<file path="src/rv_defines.svh">
`ifndef RV_DEFINES_SVH
`define RV_DEFINES_SVH

// ~~~~~~~~~~~~~~~~~~~~~~~~~~~~~~~~~~~~~~~~~~~~~~~~~~
// core sizing
// ~~~~~~~~~~~~~~~~~~~~~~~~~~~~~~~~~~~~~~~~~~~~~~~~~~

// data and address width
`define RV_XLEN 32

// rv32e register count, x0..x15
`define RV_NREG 16

// first fetch address
`define RV_RESET_PC 32'h0000_0000

// data memory depth in words, indexed by addr[..:2]
`define RV_DMEM_WORDS 256

`endif

</file>
<file path="src/rv_pkg.sv">
`default_nettype none

package rv_pkg;

	// bit positions in the one-hot opcode class
	typedef enum logic [3:0] {
		OP_LUI,
		OP_AUIPC,
		OP_JAL,
		OP_JALR,
		OP_BRANCH,
		OP_LOAD,
		OP_STORE,
		OP_IMM,
		OP_REG,
		OP_SYSTEM,
		OP_FENCE
	} op_idx_e;

	typedef logic [OP_FENCE:0] op_class_t;

	typedef enum logic [2:0] {
		IMM_I,
		IMM_S,
		IMM_B,
		IMM_U,
		IMM_J,
		IMM_NONE
	} imm_fmt_e;

	typedef enum logic [1:0] {ALU_ADD, ALU_XOR, ALU_OR, ALU_AND} alu_op_e;

endpackage

`default_nettype wire

</file>
<file path="src/rv_decode.sv">
`timescale 1ns/10ps
`default_nettype none

`include "rv_defines.svh"

module rv_decode import rv_pkg::*; (
	input  logic                        clock,
	input  logic                        rst_n,
	input  logic                        fetch_valid,
	input  logic [`RV_XLEN-1:0]         inst,
	input  logic [`RV_XLEN-1:0]         inst_pc,
	input  logic [`RV_XLEN-1:0]         rdata1,
	input  logic [`RV_XLEN-1:0]         rdata2,
	input  logic                        exu_ready,
	output logic                        decode_ready,
	output logic [$clog2(`RV_NREG)-1:0] rs1,
	output logic [$clog2(`RV_NREG)-1:0] rs2,
	output logic                        exu_valid,
	output logic [`RV_XLEN-1:0]         pc_q,
	output op_class_t                   op_class,
	output logic [2:0]                  funct3,
	output logic [6:0]                  funct7,
	output logic [$clog2(`RV_NREG)-1:0] rd,
	output logic [`RV_XLEN-1:0]         src1_q,
	output logic [`RV_XLEN-1:0]         src2_q,
	output logic [`RV_XLEN-1:0]         imm,
	output logic                        reg_wen,
	output logic                        halt_req
);

	localparam int RA = $clog2(`RV_NREG);

	logic [6:0]          opcode;
	op_class_t           cls_d;
	imm_fmt_e            fmt_d;
	logic [`RV_XLEN-1:0] imm_d;
	logic                wen_d;
	logic                take;

	assign take = fetch_valid & decode_ready;

	// ~~~~~~~~~~~~~~~~~~~~~~~~~~~~~~~~~~~~~~~~~~~~~~~~~~
	// handshake flags
	// ~~~~~~~~~~~~~~~~~~~~~~~~~~~~~~~~~~~~~~~~~~~~~~~~~~
	always_ff @(posedge clock) begin
		if (!rst_n) begin
			decode_ready <= 1'b1;
			exu_valid    <= 1'b0;
		end else begin
			// ready drops on accept, back once execute has taken it
			decode_ready <= (decode_ready & ~fetch_valid) |
					(~decode_ready & exu_valid & exu_ready);
			exu_valid    <= (exu_valid & ~exu_ready) | (~exu_valid & take);
		end
	end

	assign opcode = inst[6:0];
	assign rs1    = inst[15 +: RA];
	assign rs2    = inst[20 +: RA];

	always_comb begin
		cls_d            = '0;
		cls_d[OP_LUI]    = (opcode == 7'b0110111);
		cls_d[OP_AUIPC]  = (opcode == 7'b0010111);
		cls_d[OP_JAL]    = (opcode == 7'b1101111);
		cls_d[OP_JALR]   = (opcode == 7'b1100111);
		cls_d[OP_BRANCH] = (opcode == 7'b1100011);
		cls_d[OP_LOAD]   = (opcode == 7'b0000011);
		cls_d[OP_STORE]  = (opcode == 7'b0100011);
		cls_d[OP_IMM]    = (opcode == 7'b0010011);
		cls_d[OP_REG]    = (opcode == 7'b0110011);
		cls_d[OP_SYSTEM] = (opcode == 7'b1110011);
		cls_d[OP_FENCE]  = (opcode == 7'b0001111);
	end

	always_comb begin
		if (cls_d[OP_JALR] | cls_d[OP_LOAD] | cls_d[OP_IMM])
			fmt_d = IMM_I;
		else if (cls_d[OP_STORE])
			fmt_d = IMM_S;
		else if (cls_d[OP_BRANCH])
			fmt_d = IMM_B;
		else if (cls_d[OP_LUI] | cls_d[OP_AUIPC])
			fmt_d = IMM_U;
		else if (cls_d[OP_JAL])
			fmt_d = IMM_J;
		else
			fmt_d = IMM_NONE; // reg, system, fence
	end

	// ~~~~~~~~~~~~~~~~~~~~~~~~~~~~~~~~~~~~~~~~~~~~~~~~~~
	// immediate build
	// ~~~~~~~~~~~~~~~~~~~~~~~~~~~~~~~~~~~~~~~~~~~~~~~~~~
	always_comb begin
		case (fmt_d)
			IMM_I:   imm_d = {{(`RV_XLEN-12){inst[31]}}, inst[31:20]};
			IMM_S:   imm_d = {{(`RV_XLEN-12){inst[31]}}, inst[31:25], inst[11:7]};
			IMM_B:   imm_d = {{(`RV_XLEN-12){inst[31]}}, inst[7], inst[30:25],
					inst[11:8], 1'b0};
			IMM_U:   imm_d = {inst[31:12], 12'b0};
			IMM_J:   imm_d = {{(`RV_XLEN-20){inst[31]}}, inst[19:12], inst[20],
					inst[30:21], 1'b0};
			default: imm_d = '0;
		endcase
	end

	assign wen_d = (fmt_d == IMM_I) | (fmt_d == IMM_U) | (fmt_d == IMM_J) | cls_d[OP_REG];

	always_ff @(posedge clock) begin
		if (take) begin
			pc_q     <= inst_pc;
			op_class <= cls_d;
			funct3   <= inst[14:12];
			funct7   <= inst[31:25];
			rd       <= inst[7 +: RA];
			src1_q   <= rdata1;
			src2_q   <= rdata2;
			imm      <= imm_d;
			reg_wen  <= wen_d;
			halt_req <= (inst == 32'h0000_0073); // ecall
		end
	end

endmodule

`default_nettype wire

</file>
<file path="config.mk">
export PLATFORM = sky130hd
export DESIGN_NAME = rv_decode
export DESIGN_NICKNAME = d
export VERILOG_FILES = /design/src/rv_pkg.sv /design/src/rv_decode.sv
export VERILOG_INCLUDE_DIRS = /design/src
export SDC_FILE = /design/constraint.sdc
export NUM_CORES = 1
export LEC_CHECK = 0
export ABC_AREA = 0
export BUFFER_PORTS_ARGS = -buffer_cell sky130_fd_sc_hd__buf_2
export CAP_MARGIN = 20
export CORE_ASPECT_RATIO = 0.75
export CORE_UTILIZATION = 44
export DETAILED_ROUTE_END_ITERATION = 6
export GPL_TIMING_DRIVEN = 0
export PLACE_DENSITY = 0.79
export SLEW_MARGIN = 10
export SYNTH_ARGS = -nofsm -noshare
export SYNTH_HDL_FRONTEND = slang
export SYNTH_SLANG_ARGS = --single-unit
export TNS_END_PERCENT = 100
</file>
<file path="constraint.sdc">
create_clock -name clock -period 5.1 [get_ports clock]
set_clock_uncertainty 0.05 [all_clocks]
set_input_delay 0.51 -clock clock [delete_from_list [all_inputs] [get_ports clock]]
set_output_delay 0.51 -clock clock [all_outputs]
set_load 0.01 [all_outputs]
</file>
; After elaboration in Yosys (flattened, before gate mapping)
; Cells that the tools add are included.
; Widths: inputs -> output; s select.
[op_classes]
n_eq_ne = 16
n_mux = 6
bitwise = 18
reduce_logical = 1
[op_table]
columns = operator, count
row1 = $pmux 32 s5, 1
row2 = $eq 32x7->1 const B, 1
row3 = $eq 7x7->1 const B, 4
row4 = $eq 7x6->1 const B, 3
row5 = $eq 7x5->1 const B, 2
row6 = $mux 3, 4
row7 = $or 1x1->1, 8
row8 = $eq 7x2->1 const B, 1
row9 = $eq 7x4->1 const B, 1
row10 = $and 1x1->1, 6
row11 = $eq 3x2->1 const B, 2
row12 = $not 1->1, 4
row13 = $eq 3x1->1 const B, 1
row14 = $eq 3x3->1 const B, 1
row15 = $logic_not 3->1, 1
row16 = $mux 1, 1
[totals]
regBits = 157
in_bits = 132
out_inout_bits = 165

; Logic depth before layout (Yosys ltp)
[logic_depth]
ltp_word = 10
mapped_depth = 6
mapped_depth_nobuf = 4

; Worst setup path before layout
; OpenSTA, ideal clock, no wires.
[synth_path]
path_kind = input to register
from = input port fetch_valid
to = register decode_ready
arrival_ps = 3921
required_time_ps = 4756
path_slack_ps = 835
stages = 3
cell_sequence = nand2_1 inv_1 o21ai_0
[synth_between]
elab_chain_cells = 3
[synth_lines]
columns = item, line
row1 = from (decl), rv_decode.sv:9  ; input logic fetch_valid,
row2 = $not 1->1, rv_decode.sv:51  ; decode_ready <= (decode_ready & ~fetch_valid) |
row3 = $and 1x1->1, rv_decode.sv:51
row4 = $or 1x1->1, rv_decode.sv:51
row5 = to (signal assigned), rv_decode.sv:51
row6 = to (decl), rv_decode.sv:15  ; output logic decode_ready,
; Every way passes these cells.
; A chain may end at the register's enable or synchronous reset.

; Worst setup path in the final report
[layout_path]
from = register decode_ready
to = register src2_q[30] (enable)
[layout_between]
elab_chain_cells = 1
[layout_lines]
columns = item, line
row1 = $and 1x1->1, rv_decode.sv:40  ; assign take = fetch_valid & decode_ready;
row2 = via take, rv_decode.sv:38  ; logic take;
row3 = to (signal assigned), rv_decode.sv:117  ; src2_q <= rdata2;
row4 = to (decl), rv_decode.sv:25  ; output logic [`RV_XLEN-1:0] src2_q,
; The timed path passes the listed nets, and every way through them passes these cells.

==> flow_metrics.env <==
export IMPL_status="finished clean"
export IMPL_ir_drop_mv=0.345
export IMPL_synth_area_mux_share_pct=0.366
export IMPL_num_vias=3708
export IMPL_gp_routability_congestion=0.873
export IMPL_rrSetupSlack_ns=3.12
export IMPL_core_area_sq_um=11800
export IMPL_grt_use_total_pct=21.1
export IMPL_initial_core_util_pct=46.2
export IMPL_cts_sinks=157
export IMPL_num_io_pins=297
export IMPL_ys_top_cells_by_area="edfxtp_1 (85%), a21o_1 (2.6%), and2_1 (1.1%), buf_4 (1.1%), a22o_1 (0.80%)"
export IMPL_ff_latch_area_sq_um=4690
export IMPL_htreeDepth=4
export IMPL_endpoint_kind="register"
export IMPL_startpoint="decode_ready$_SDFF_PN1_"
export IMPL_min_period_over_period_pct=38.7
export IMPL_synthArstFlopShare_pct=0
export IMPL_finalWirelength_microns=13600
export IMPL_post_place_ws_ns=2.96
export IMPL_synth_flop_cell="edfxtp_1"
export IMPL_drt_iter0_markers=267
export IMPL_cp_max_fo=99
export IMPL_hold_buffers=0
export IMPL_portBuffers=295
export IMPL_ys_seq_area_share_pct=85.9
export IMPL_dieWidth_microns=131
export IMPL_clock_latency_ns=0.41
export IMPL_arrival_ns=2.01
export IMPL_grt_max_degree=100
export IMPL_synth_edff_count=155
export IMPL_clkTransAtPathRegs_ns=0.07
export IMPL_antenna_left=0
export IMPL_finalHoldViolCount=0
export IMPL_cts_tree="yes"
export IMPL_cts_resized=0
export IMPL_via_per_inst=4.85
export IMPL_clockRootBuffer="clkbuf_16"
export IMPL_clockBufferDepth=2
export IMPL_timing_max_transition_violations_final=0
export IMPL_worst_hold_slack_ns=0.215
export IMPL_dp_hpwl_microns=10200
export IMPL_n_fill_cell=891
export IMPL_critPathCapture="src2_q[30]$_DFFE_PP_"
export IMPL_drc=0
export IMPL_criticalPathCategory="reg -> reg"
export IMPL_worstHoldStart="rdata1[4]"
export IMPL_rows=34
export IMPL_multi_input_area_sq_um=657
export IMPL_fmax_mhz=506
export IMPL_worst_pin_slew_ns=0.873
export IMPL_drive_above_1_share_pct=57.4
export IMPL_maxCapViolCount=0
export IMPL_syn_to_final_growth_pct=42.3
export IMPL_first_pass_iters=4
export IMPL_synth_largest_area_cell="edfxtp_1"
export IMPL_reg2reg_to="src2_q[30]$_DFFE_PP_"
export IMPL_antenna_found_initial=0
export IMPL_die_area_sq_um=12900
export IMPL_synthesis_nets=407
export IMPL_synth_compound_area_share_pct=5.01
export IMPL_grt_first_pass_wirelength_microns=19700
export IMPL_netlist_instances=275
export IMPL_reg2reg_from="decode_ready$_SDFF_PN1_"
export IMPL_fp_dieH_microns=98.5
export IMPL_cts_buffers=17
export IMPL_cp_required_ns=5.14
export IMPL_power_density_nw_per_um2=392
export IMPL_fin_ws_ns=3.12
export IMPL_synth_xor_area_share_pct=0
export IMPL_synth_seq_cells=157
export IMPL_synth_top_cell_area_share_pct=85.1
export IMPL_syn_area_sq_um=5470
export IMPL_synthSimpleGateAreaFrac_pct=6.64
export IMPL_antenna_cells=0
export IMPL_timing_final_crit_period_ns=1.98
export IMPL_grt_pass1_vias=3698
export IMPL_rsz0062_at_grt="no"
export IMPL_cp_start_kind="register"
export IMPL_timing_slew_headroom_pct=41.8
export IMPL_overflow=0
export IMPL_r2r_cells=3
export IMPL_cts_setup_buffers=0
export IMPL_power_leakage_nw=3.47
export IMPL_ys_warn_count=0
export IMPL_synth_adder_area_share_pct=0
export IMPL_post_drt_wl_per_cell_microns=17.8
export IMPL_synth_top_family_by_area="simple AND/OR/NAND/NOR gates"
export IMPL_yosysUniqueCellTypes=35
export IMPL_synth_avg_cell_area_sq_um=19.9
export IMPL_fin_total_pwr_mw=3.05
export IMPL_final_nets=722
export IMPL_setup_viol=0
export IMPL_hp_class="in -> reg"
flip-flops by register name (all words and copies together) (netlist names), 3 cells and up:
register	flops
imm	32
pc_q	32
src1_q	32
src2_q	32
op_class	11
funct7	7
rd	4
funct3	3
how the worst min path moves through the flow:
stage | endpoint | slack [ns] | cells after the start
floorplan | decode_ready$_SDFF_PN1_ | 0.50 | 2
global placement | decode_ready$_SDFF_PN1_ | 0.49 | 2
detailed placement | decode_ready$_SDFF_PN1_ | 0.55 | 2
CTS | src1_q[16]$_DFFE_PP_ | 0.20 | 1
global route | src2_q[29]$_DFFE_PP_ | 0.19 | 1
finish | src1_q[4]$_DFFE_PP_ | 0.21 | 1
routing by layer:
| layer | track usage (%) | up-vias | wire (microns) | share of wire [%] |
|---|---|---|---|---|
| met3 | 7.82 | 15 | 1330 | 9.8 |
| met5 | 0 | - | 0 | 0 |
| li1 | - | 1705 | - | - |
| met2 | 37.6 | 196 | 7290 | 54 |
| met4 | 7.34 | 0 | 172 | 1.3 |
| met1 | 22.9 | 1792 | 4820 | 35 |
stage by stage:
| step | setup TNS [ns] | instance area, sq um | instances | utilization [%] |
|---|---|---|---|---|
| detailed placement | 0 | 7180 | 733 | 60.7 |
| floorplan | 0 | 5470 | 275 | - |
| finish | 0 | 7780 | 765 | 65.8 |
| global route | 0 | 7780 | 765 | 65.8 |
| global placement | -7.57 | 7150 | 732 | 60.4 |
| CTS | 0 | 7780 | 765 | 65.8 |
worst max-delay path, cell delays in order (launching register included):
cell,delay [ns]
dfxtp_1,0.38
nand2_1,0.14
inv_6,0.65
buf_16,0.34
where the power goes:
group | switching, mW | internal, mW | total (mW)
clock network | 0.551 | 0.700 | 1.25
registers | 0.0202 | 1.51 | 1.53
logic | 0.155 | 0.106 | 0.261
logic make-up after synthesis:
| logic type | count (synthesis) |
|---|---|
| AOI/OAI and AO/OA | 37 |
| buffers and inverters | 19 |
| DFF | 157 |
| muxes | 2 |
| and+or+nand+nor | 60 |
synthesized netlist by cell type, types with 4 or more instances:
library cell / number
nor2_1: 9
buf_4: 8
a21o_1: 19
and3_1: 4
inv_1: 4
nand2_1: 9
edfxtp_1: 155
nand2b_1: 4
nor4_1: 7
a22o_1: 5
and2_1: 10
buf_2: 5
placed cells by master, fill, tap and decap left out, drive strengths merged, types with 3 or more instances in the layout:
master / netlist / layout
nor4: 7 / 7
clkinvlp: 0 / 4
edfxtp: 155 / 155
nand2b: 4 / 4
o21ai: 4 / 4
buf: 14 / 310
nand2: 9 / 9
clkbuf: 1 / 18
a22o: 5 / 5
a21oi: 3 / 3
nor2b: 3 / 3
nand3: 3 / 3
a21o: 19 / 19
and3: 4 / 4
inv: 4 / 12
and2: 10 / 10
nor2: 9 / 9
area by class of cell:
cell class / count / area share (%)
sequential: 157 / 60.4
tap: 162 / 2.61
buffer: 15 / 1.29
inverter: 4 / 0.257
clock buffer: 17 / 5.47
clock inverter: 15 / 2.25
multi-input combinational: 99 / 8.44
timing repair buffer: 296 / 19.3
No activity file was read; power rests on OpenSTA's default activity.
