$ cat src/rv_defines.svh
`ifndef RV_DEFINES_SVH
`define RV_DEFINES_SVH

// ~~~~~~~~~~~~~~~~~~~~~~~~~~~~~~~~~~~~~~~~~~~~~~~~~~
// core sizing
// ~~~~~~~~~~~~~~~~~~~~~~~~~~~~~~~~~~~~~~~~~~~~~~~~~~

// data and address width
`define RV_XLEN 32

// rv32e register count, x0..x15
`define RV_NREG 16

// first fetch address
`define RV_RESET_PC 32'h0000_0000

// data memory depth in words, indexed by addr[..:2]
`define RV_DMEM_WORDS 256

`endif

$ cat src/rv_fetch.sv
`timescale 1ns/10ps
`default_nettype none

`include "rv_defines.svh"

module rv_fetch (
	input  logic                clock,
	input  logic                rst_n,
	input  logic                decode_ready,
	input  logic                retire,
	input  logic [`RV_XLEN-1:0] next_pc,
	input  logic                halt,
	input  logic [`RV_XLEN-1:0] imem_data,
	output logic                imem_en,
	output logic [`RV_XLEN-1:0] imem_addr,
	output logic                fetch_valid,
	output logic [`RV_XLEN-1:0] inst,
	output logic [`RV_XLEN-1:0] inst_pc
);

	typedef enum logic [1:0] {S_REQ, S_PRESENT, S_WAIT} state_e;

	state_e              state;
	logic [`RV_XLEN-1:0] pc_q;
	logic [`RV_XLEN-1:0] inst_q;
	logic                resp_q; // memory word is on imem_data now

	// ~~~~~~~~~~~~~~~~~~~~~~~~~~~~~~~~~~~~~~~~~~~~~~~~~~
	// request / present / wait
	// ~~~~~~~~~~~~~~~~~~~~~~~~~~~~~~~~~~~~~~~~~~~~~~~~~~
	always_ff @(posedge clock) begin
		if (!rst_n) begin
			state       <= S_REQ;
			pc_q        <= `RV_RESET_PC;
			imem_en     <= 1'b0;
			fetch_valid <= 1'b0;
			resp_q      <= 1'b0;
		end else begin
			resp_q <= imem_en;
			case (state)
				S_REQ: begin // first request out of reset
					imem_en <= 1'b1;
					state   <= S_PRESENT;
				end
				S_PRESENT: begin
					if (imem_en) begin
						imem_en     <= 1'b0;
						fetch_valid <= 1'b1;
					end else if (fetch_valid && decode_ready) begin
						fetch_valid <= 1'b0;
						state       <= S_WAIT;
					end
				end
				S_WAIT: begin
					if (retire && !halt) begin
						pc_q    <= next_pc;
						imem_en <= 1'b1;
						state   <= S_PRESENT;
					end
				end
				default: state <= S_WAIT;
			endcase
		end
	end

	// hold the word in case decode stalls
	always_ff @(posedge clock) begin
		if (resp_q) inst_q <= imem_data;
	end

	assign inst      = resp_q ? imem_data : inst_q;
	assign imem_addr = pc_q;
	assign inst_pc   = pc_q;

endmodule

`default_nettype wire

$ cat config.mk
export PLATFORM = sky130hd
export DESIGN_NAME = rv_fetch
export DESIGN_NICKNAME = d
export VERILOG_FILES = /design/src/rv_fetch.sv
export VERILOG_INCLUDE_DIRS = /design/src
export SDC_FILE = /design/constraint.sdc
export NUM_CORES = 1
export LEC_CHECK = 0
export ABC_AREA = 1
export BUFFER_PORTS_ARGS = -buffer_cell sky130_fd_sc_hd__buf_2
export CORE_ASPECT_RATIO = 0.6
export CORE_MARGIN = 2
export CORE_UTILIZATION = 35
export CTS_CLUSTER_DIAMETER = 150
export DETAILED_ROUTE_END_ITERATION = 12
export MAX_ROUTING_LAYER = met4
export PLACE_DENSITY = 0.69
export SYNTH_ARGS = -nofsm -noshare
export SYNTH_HDL_FRONTEND = slang
export SYNTH_SLANG_ARGS = --single-unit
$ cat constraint.sdc
create_clock -name clock -period 1.3 [get_ports clock]
set_clock_uncertainty 0.15 [all_clocks]
set_input_delay 0.26 -clock clock [delete_from_list [all_inputs] [get_ports clock]]
set_output_delay 0.26 -clock clock [all_outputs]
set_load 0.05 [all_outputs]
======== Word-level counts from Yosys, hierarchy flattened ========
Cells that the tools add are included.
word-level totals
  register bits after elaboration ......... 69
  input bits .............................. 69
  logic and storage cells ................. 30
cells by class
  eq/ne operators ......................... 5
  mux-type cells .......................... 9
  reduce and logical (&&, ||, !) cells .... 10
operators with widths
  operator              number
  $mux W32              1
  $mux W2               3
  $ne A2 B2 Y1 const B  3
  $pmux W2 S3           1
  $reduce_and A2 Y1     3
  $mux W1               3
  $pmux W1 S3           1
  $reduce_and A3 Y1     1
  $reduce_bool A3 Y1    1
  $eq A2 B1 Y1 const B  1
  $eq A2 B2 Y1 const B  1
  $logic_and A1 B1 Y1   2
  $logic_not A2 Y1      1
  $reduce_bool A2 Y1    1
  $logic_not A1 Y1      1

======== Depth between registers and ports, before layout ========
Gate-level depths: netlist of the first run.
  depth in word-level cells ............... 4
  depth in mapped cells ................... 6
  depth with buffers taken out ............ 6

======== Worst setup path after synthesis of the first run ========
No wires, ideal clock.
  kind .................................... reg2out
  start ................................... register resp_q
  end ..................................... output port inst[0]
  data arrival time ....................... 1112 ps
  setup slack ............................. -222 ps
  cell stages (with the launch flop) ...... 4
  path through ............................ dfxtp_1 -> buf_2 -> buf_6 -> mux2_1
between the ends
  word-level cells in the longest chain between the ends .. 1
RTL lines
  item                      RTL line        text
  start: declaration        rv_fetch.sv:26  logic resp_q;
  start signal: assignment  rv_fetch.sv:39  resp_q <= imem_en;
  $mux W32                  n/a
  end: declaration          rv_fetch.sv:17  output logic [`RV_XLEN-1:0] inst,
No other way between the ends.

======== Worst setup path after layout of the first run ========
  start ................................... register resp_q
  end ..................................... output port inst[21]
The elaborated chain is that of the path after synthesis.

==> results of run 1 <==
[final timing paths]
| path | from | endpoint | slack (ps) |
|---|---|---|---|
| setup / recovery | resp_q | inst[21] | -500 |
| hold / removal | imem_data[20] | inst_q[20] | 30 |
| setup reg to reg | state[1] | imem_addr[24] | 100 |
| hold reg to reg | inst_q[7] | inst_q[7] | 330 |
[cells in the final DEF, fill, tap and decap left out, drive strengths merged, types with 5 or more instances in the layout]
| cell | n |
|---|---|
| buf | 176 |
| nor2 | 69 |
| dfxtp | 69 |
| nand2 | 42 |
| inv | 40 |
| nand3 | 33 |
| mux2 | 32 |
| clkbuf | 9 |
| clkinv | 5 |
[state kept, by name, summed over array words and instances, names as in the netlist]
signal       cells
fetch_valid      1
state            2
imem_en          1
resp_q           1
imem_addr       32
inst_q          32
[area by class of cell]
type                    count  area share
clock buffers               9     0.04822
inverters                  40     0.03215
flip-flops and latches     69      0.3070
clock inverters             7     0.01420
multi-input cells         179      0.2336
repair buffers            176      0.3359
well taps                 108     0.02893
[where the power goes]
| part | total, W | internal, W | switching (W) |
|---|---|---|---|
| Combinational | 0.00193 | 0.000800 | 0.00113 |
| Sequential | 0.00241 | 0.00233 | 0.0000786 |
| Clock | 0.00236 | 0.00147 | 0.000893 |
[layer usage]
layer,global-route usage,routed length [µm],vias up
met5,-,0,-
met4,0.04853,41,0
met3,0.06818,702,6
met2,0.2837,3712,115
met1,0.1847,3135,1172
li1,-,-,1283
[through the flow]
step / cell area (µm²) / setup TNS, ps / setup slack [ps] / instances
finish: 4671 / -15400 / -498.4 / 588
global route: 4671 / -17100 / -547.1 / 588
CTS: 4496 / -16000 / -509.5 / 588
detailed placement: 3772 / -6376 / -219.9 / 571
global placement: 3772 / -5919 / -198.3 / 571
floorplan: 3089 / -1856 / -61.87 / 337
[cell families after synthesis]
kind of cell / Yosys count / share of synthesized area
flops: 69 / 0.4734
simple gates: 144 / 0.2054
buf+inv: 89 / 0.1921
mux: 32 / 0.1235
compound gates: 3 / 0.005573
[critical path, cell delays in order, from the launching register on]
cell and delay [ps]:
dfxtp_4 420, buf_8 160, mux2_4 330, buf_6 160
[what timing repair did]
action,4_1_cts,5_1_grt
setup endpoints to repair,98,104
pin swaps,0,0
gates resized for setup,142,49
gates cloned,1,0
==> summary.txt, run 1 <==
RSZ-0062 raised after global routing - true
# rows - 25
Antenna diodes - 0
I/O Pins - 167
Seq. cell area - 0.001434 mm²
Critical Path AT - 1390 ps
Worst setup margin - -498.4 ps
Top cell type's share of synthesized area - 0.4734
Power, Total - 0.006702 W
Initial antenna violation count - 0
Post-synth EDFFs - 0
Max Fclk - 556.0 MHz
CTS Hold Bufs - 0
CP max FO - 8
Area of the multi-input gates - 0.001091 mm²
Final setup viols - 32
Antenna Nets Post-Route - 0
Type of origin of the critical path - flop
Final Cycle Share - 1.383
DR vias - 2576
CTS tree - built
Gr usage total - 0.1674
PwrDens - 1435 mW/mm²
Vias per cell - 4.381
TritonRoute pass-1 iters - 4
Asr flop ratio synth - 0
Violated checks - negative setup slack
CTS buffer count - 9
Die Ht - 74.73 µm
Post-synthesis area per instance - 8.658 µm²
Routed WL - 7592 µm
H-tree Lvls - 3
Crit Path Class - reg2out
Ratio of cells with drive above 1 in the final layout - 0.5542
Core footprint - 0.007976 mm²
Seq/Total Area, Yosys - 0.4734
Drt drc - 0
Post-synth top area cell - dfxtp_1
CTS root buf - clkbuf_16
Maximum vdd ir drop - 1.169 mV
Hpwl dp - 5022 µm
Most frequent cells after synthesis - 69 x dfxtp_1, 67 x nor2_1, 41 x nand2_1
Layout fillers - 681
Slew margin rel. - 0.8868
Leakage - 2.338 nW
Syn Std Cell Area - 0.002918 mm²
GP Congestion - 0.7611
Max_cap viols - 0
Final Hold Vio Count - 0
Clk sink count - 69
Vias in the first global route - 2438
#FFs+latches synth - 69
Cell count after synthesis - 337
Starting Density - 0.3658
Yosys warning count - 0
Area Growth Syn to Fin - 60.08%
Worst slew pin tran - 169.6 ps
Hold Crit Class - in2reg
Slew Limit Fails - 0
Worst skew pair latency - 320 ps
Die Area - 0.009107 mm²
Fin nets - 544
Final Util - 0.5856
Reg2Reg Depth - 6
Most frequent cell after synthesis - dfxtp_1
Unique masters post-synth - 15
Syn Nets - 406
Drt wl/cell - 12.91 µm
Die W - 121.9 µm
Worst hold path depth - 2
Port bufs - 166
Clock-pin slew on the worst setup and hold paths - 60 ps
Crit path capture type - output pin
CTS max path bufs - 2
Status - finished, violations left
Final min period - 1798 ps
CP required - 890 ps
First-pass GRT wire length - 11360 µm
GRT Residual Overflow - 0
Largest net degree at the start of global routing - 33
Setup Fix Bufs, Post-CTS - 0
Worst slack on hold paths - 26.42 ps
Largest cells by area after synthesis - dfxtp_1 47%, mux2_1 12%, buf_4 9.3%, nor2_1 8.6%, nand3_1 5.7%
Initial drt markers - 73
Main synth FF type - dfxtp_1
Power figures use the tool's default switching activity.
==> inputs of run 2 (changes only) <==
Settings changed: CORE_MARGIN 2 to 4.
==> summary.txt, run 2 (synthesized netlist as in run 1, its figures left out) <==
PwrDens - 1499 mW/mm²
Crit Path Class - reg2out
Slew margin rel. - 0.8825
First-pass GRT wire length - 12290 µm
Placed Area - 0.003770 mm²
CP max FO - 5
Max Fclk - 543.4 MHz
Area Growth Syn to Fin - 68.65%
Initial antenna violation count - 0
Critical Path AT - 1430 ps
Clock-pin slew on the worst setup and hold paths - 60 ps
Starting Density - 0.3658
Worst setup margin - -540.3 ps
Antenna diodes - 0
Crit path capture type - output pin
Initial drt markers - 146
Vias per cell - 4.407
Die Area - 0.009910 mm²
Core footprint - 0.007976 mm²
Final Cycle Share - 1.416
Worst skew pair latency - 320 ps
TritonRoute pass-1 iters - 5
Maximum vdd ir drop - 0.9439 mV
Met2 usage - 0.2644
Antenna Nets Post-Route - 0
Worst slew pin tran - 176.0 ps
Crit-path slowest cell - dfxtp_4
Final Hold Vio Count - 0
CTS max path bufs - 2
CTS buffer count - 9
GRT Residual Overflow - 0
Die W - 125.9 µm
Leakage - 2.423 nW
Status - finished, violations left
I/O Pins - 167
Violated checks - negative setup slack
Hpwl dp - 5229 µm
Drt drc - 0
Gr busiest metal - met2
Met3 usage - 0.06519
Clk sink count - 69
Routed WL - 8280 µm
Drt wl/cell - 14.06 µm
Gr usage total - 0.1598
CTS tree - built
CP required - 890 ps
Met1 Use GR - 0.1801
Place WS - -216.6 ps
RSZ-0062 raised after global routing - true
Slew Limit Fails - 0
CTS root buf - clkbuf_16
Area of the multi-input gates - 0.001099 mm²
Hold Crit Class - in2reg
Largest net degree at the start of global routing - 33
Final Cell Area - 0.004921 mm²
CTS Hold Bufs - 0
Buf/Inv on CP - 3
GP Congestion - 0.7728
Type of origin of the critical path - flop
Most common cell after layout, fill and taps aside - buf_6
Final setup viols - 32
CP cell instances - buf_12 -> buf_16 -> mux2_4 -> buf_6
DR vias - 2596
Crit path max-delay family - buffers and inverters
Most frequent cells in the layout - 80 x buf_6, 68 x buf_2, 66 x nor2_1
Ratio of cells with drive above 1 in the final layout - 0.5551
Max incr delay on CP - 370 ps
Layout fillers - 625
Fin nets - 545
Port bufs - 166
# rows - 25
Max_cap viols - 0
Die Ht - 78.73 µm
Vias in the first global route - 2525
Final min period - 1840 ps
H-tree Lvls - 3
Seq. cell area - 0.001444 mm²
-- run 2: cell types whose count changed in the layout (fill, tap and decap cells not counted), sizes merged --
cell	previous run	this run
bufinv	1	4
clkbuf	9	10
clkinv	5	2
clkinvlp	1	0
inv	40	41
-- run 2: report_power, final --
group / internal (W) / switching [W] / total (W)
registers: 0.00232 / 0.0000832 / 0.00241
logic: 0.000825 / 0.00114 / 0.00197
clock network: 0.00208 / 0.000923 / 0.00300
total: 0.00523 / 0.00215 / 0.00738
-- run 2: stage by stage --
step	utilization	hold WS, ps	setup TNS (ps)	instances	power (W)
final	0.6169	23.77	-15640	589	0.007378
after global routing	0.6169	10.71	-17220	589	0.007658
after CTS	0.5766	9.128	-16140	588	0.007445
after detailed placement	0.4726	304.4	-6163	569	0.004058
after global placement	0.4726	304.0	-5576	569	0.004029
after floorplan	-	297.0	-1856	337	0.003717
-- run 2: worst reg2reg max path, delay by kind of cell (launching register included) --
kind          cells  cell delay, ps
buf+inv           2             270
simple gates      4             340
flops             1             360
-- run 2: final timing paths --
| check | from | to | slack (ps) | depth (start not counted) |
|---|---|---|---|---|
| max | resp_q | inst[15] | -540 | 4 |
| min | imem_data[9] | inst_q[9] | 20 | 2 |
| max reg2reg | state[1] | imem_addr[22] | 70 | 6 |
| min reg2reg | inst_q[29] | inst_q[29] | 340 | 1 |
-- run 2: timing repair --
item                       in CTS  in global routing
pin swaps                       0                  0
resized for setup             137                 83
setup endpoints to repair      98                116
cloned                          2                  1
buffers inserted                1                  0
-- run 2: area by class of cell --
class                   instances  share of cell area
multi-input cells             179              0.2232
clock buffers                   9             0.04577
flip-flops and latches         69              0.2934
clock inverters                 7             0.02975
well taps                     108             0.02746
repair buffers                177              0.3499
inverters                      40             0.03051
-- run 2: metal layers --
layer | routed length, µm | vias to the layer above
met3 | 661 | 7
met1 | 3348 | 1192
li1 | - | 1282
met2 | 4172 | 115
met5 | 0 | -
met4 | 99 | 0
==> inputs of run 3 (changes only) <==
Settings changed: PLACE_DENSITY 0.69 to 0.66.
Clock period 1.3 ns to 1.9 ns, I/O delays scaled along.
==> summary.txt, run 3 (synthesized netlist as in run 1, its figures left out) <==
Status - finished, violations left
Violated checks - negative setup slack
Final setup viols - 32
Leakage - 2.306 nW
Crit Path Class - reg2out
Die Area - 0.009910 mm²
Crit-path slowest cell - dfxtp_4
Drt wl/cell - 13.74 µm
Sw Share - 0.3154
Sequential Power Share - 0.353
Gate power share - 0.297
Final Util - 0.5398
Crit path capture - inst[8]
Maximum vdd ir drop - 0.4045 mV
Area Growth Syn to Fin - 47.56%
Fin nets - 545
CTS max path bufs - 2
Buf/Inv on CP - 2
Dpl cells - 569
Max_cap viols - 0
CTS root buf - clkbuf_16
TritonRoute pass-1 iters - 4
Ratio of cells with drive above 1 in the final layout - 0.4802
Final Cycle Share - 1.029
Routed WL - 8091 µm
H-tree Lvls - 3
Vias in the first global route - 2382
Final min period - 1955 ps
Most frequent cells in the layout - 134 x buf_2, 68 x dfxtp_1, 66 x nor2_1
Max Fclk - 511.5 MHz
PwrDens - 1084 mW/mm²
Drt drc - 0
RR Endpoint - imem_addr[11]
Vias per cell - 4.290
# rows - 25
Antenna diodes - 0
Max incr delay on CP - 420 ps
Most common cell after layout, fill and taps aside - buf_2
GP Congestion - 0.8209
RSZ-0062 raised after global routing - true
Crit path max-delay family - flip-flops
CP required - 1370 ps
CTS buffer count - 9
CTS tree - built
Worst slew pin tran - 314.8 ps
Type of origin of the critical path - flop
Initial drt markers - 92
FF-to-FF Start - state[1]
Worst setup margin - -54.97 ps
Initial antenna violation count - 0
Die Ht - 78.73 µm
Final Hold Vio Count - 0
CP max FO - 8
R2R Setup Slk - 550 ps
CP Depth - 3
Internal Pwr Total - 0.003196 W
Switching power total - 0.001472 W
Clock-pin slew on the worst setup and hold paths - 60 ps
DR vias - 2527
Gr usage total - 0.1585
Hold Crit Class - in2reg
Antenna Nets Post-Route - 0
Core footprint - 0.007976 mm²
Worst skew pair latency - 330 ps
Die W - 125.9 µm
GRT Residual Overflow - 0
Clock network fraction of total power - 0.349
Port bufs - 166
Reg2Reg Depth - 6
First-pass GRT wire length - 11920 µm
Starting Density - 0.3658
I/O Pins - 167
Hpwl dp - 5249 µm
Post-route insts no fill - 589
Critical Path AT - 1420 ps
Clk sink count - 69
Slew Limit Fails - 0
Slew margin rel. - 0.7901
Largest net degree at the start of global routing - 27
Crit path capture type - output pin
Crit. Startpoint - resp_q
CP cell instances - clkbuf_16 -> mux2_4 -> buf_8
run 3: layer usage:
metal	share of wire	up-vias	global-route usage
li1	-	1285	-
met1	0.43	1121	0.1814
met2	0.48	103	0.2612
met3	0.079	18	0.05914
met4	0.013	0	0.05139
met5	0	-	-
run 3: timing repair:
action | 4_1_cts | 5_1_grt
gates resized for setup | 106 | 30
hold endpoints to repair | 0 | 0
cloned | 1 | 2
endpoints found under the setup margin | 32 | 32
hold buffers | 0 | 0
buffers inserted | 0 | 1
run 3: worst min-delay path by stage:
| stage | start | endpoint | slack (ps) | cells after the start |
|---|---|---|---|---|
| global placement | inst_q[26] | inst_q[26] | 290 | 1 |
| global route | imem_data[29] | inst_q[29] | 130 | 2 |
| finish | imem_data[14] | inst_q[14] | 150 | 2 |
| CTS | imem_data[28] | inst_q[28] | 130 | 2 |
| floorplan | state[1] | imem_en | 330 | 2 |
| detailed placement | inst_q[9] | inst_q[9] | 290 | 1 |
run 3: metrics by stage:
| step | total power (W) | area (µm²) | hold WS, ps | worst slack (ps) | TNS [ps] |
|---|---|---|---|---|---|
| finish | 0.004668 | 4305 | 149.8 | -54.97 | -943.0 |
| global route | 0.004852 | 4305 | 129.7 | -106.6 | -2742 |
| CTS | 0.004587 | 4150 | 130.7 | -89.32 | -1678 |
| detailed placement | 0.002646 | 3566 | 291.1 | 214.1 | 0 |
| global placement | 0.002629 | 3566 | 286.5 | 224.7 | 0 |
| floorplan | 0.002404 | 2918 | 331.3 | 257.7 | 0 |
run 3: final cells by class:
type / instances / area, µm²
timing repair buffer: 177 / 1244
sequential: 69 / 1385
clock buffer: 10 / 229.0
fill: 748 / 3671
multi-input combinational: 179 / 1099
tap: 108 / 135.1
clock inverter: 6 / 63.81
inverter: 40 / 150.1
run 3: power by group through the flow:
stage                     Clock (W)  Sequential, W  Combinational, W
final                       0.00163        0.00165           0.00139
after global routing        0.00175        0.00166           0.00144
after CTS                   0.00168        0.00164           0.00127
after detailed placement          0        0.00166          0.000985
after global placement            0        0.00165          0.000974
after floorplan                   0        0.00166          0.000740
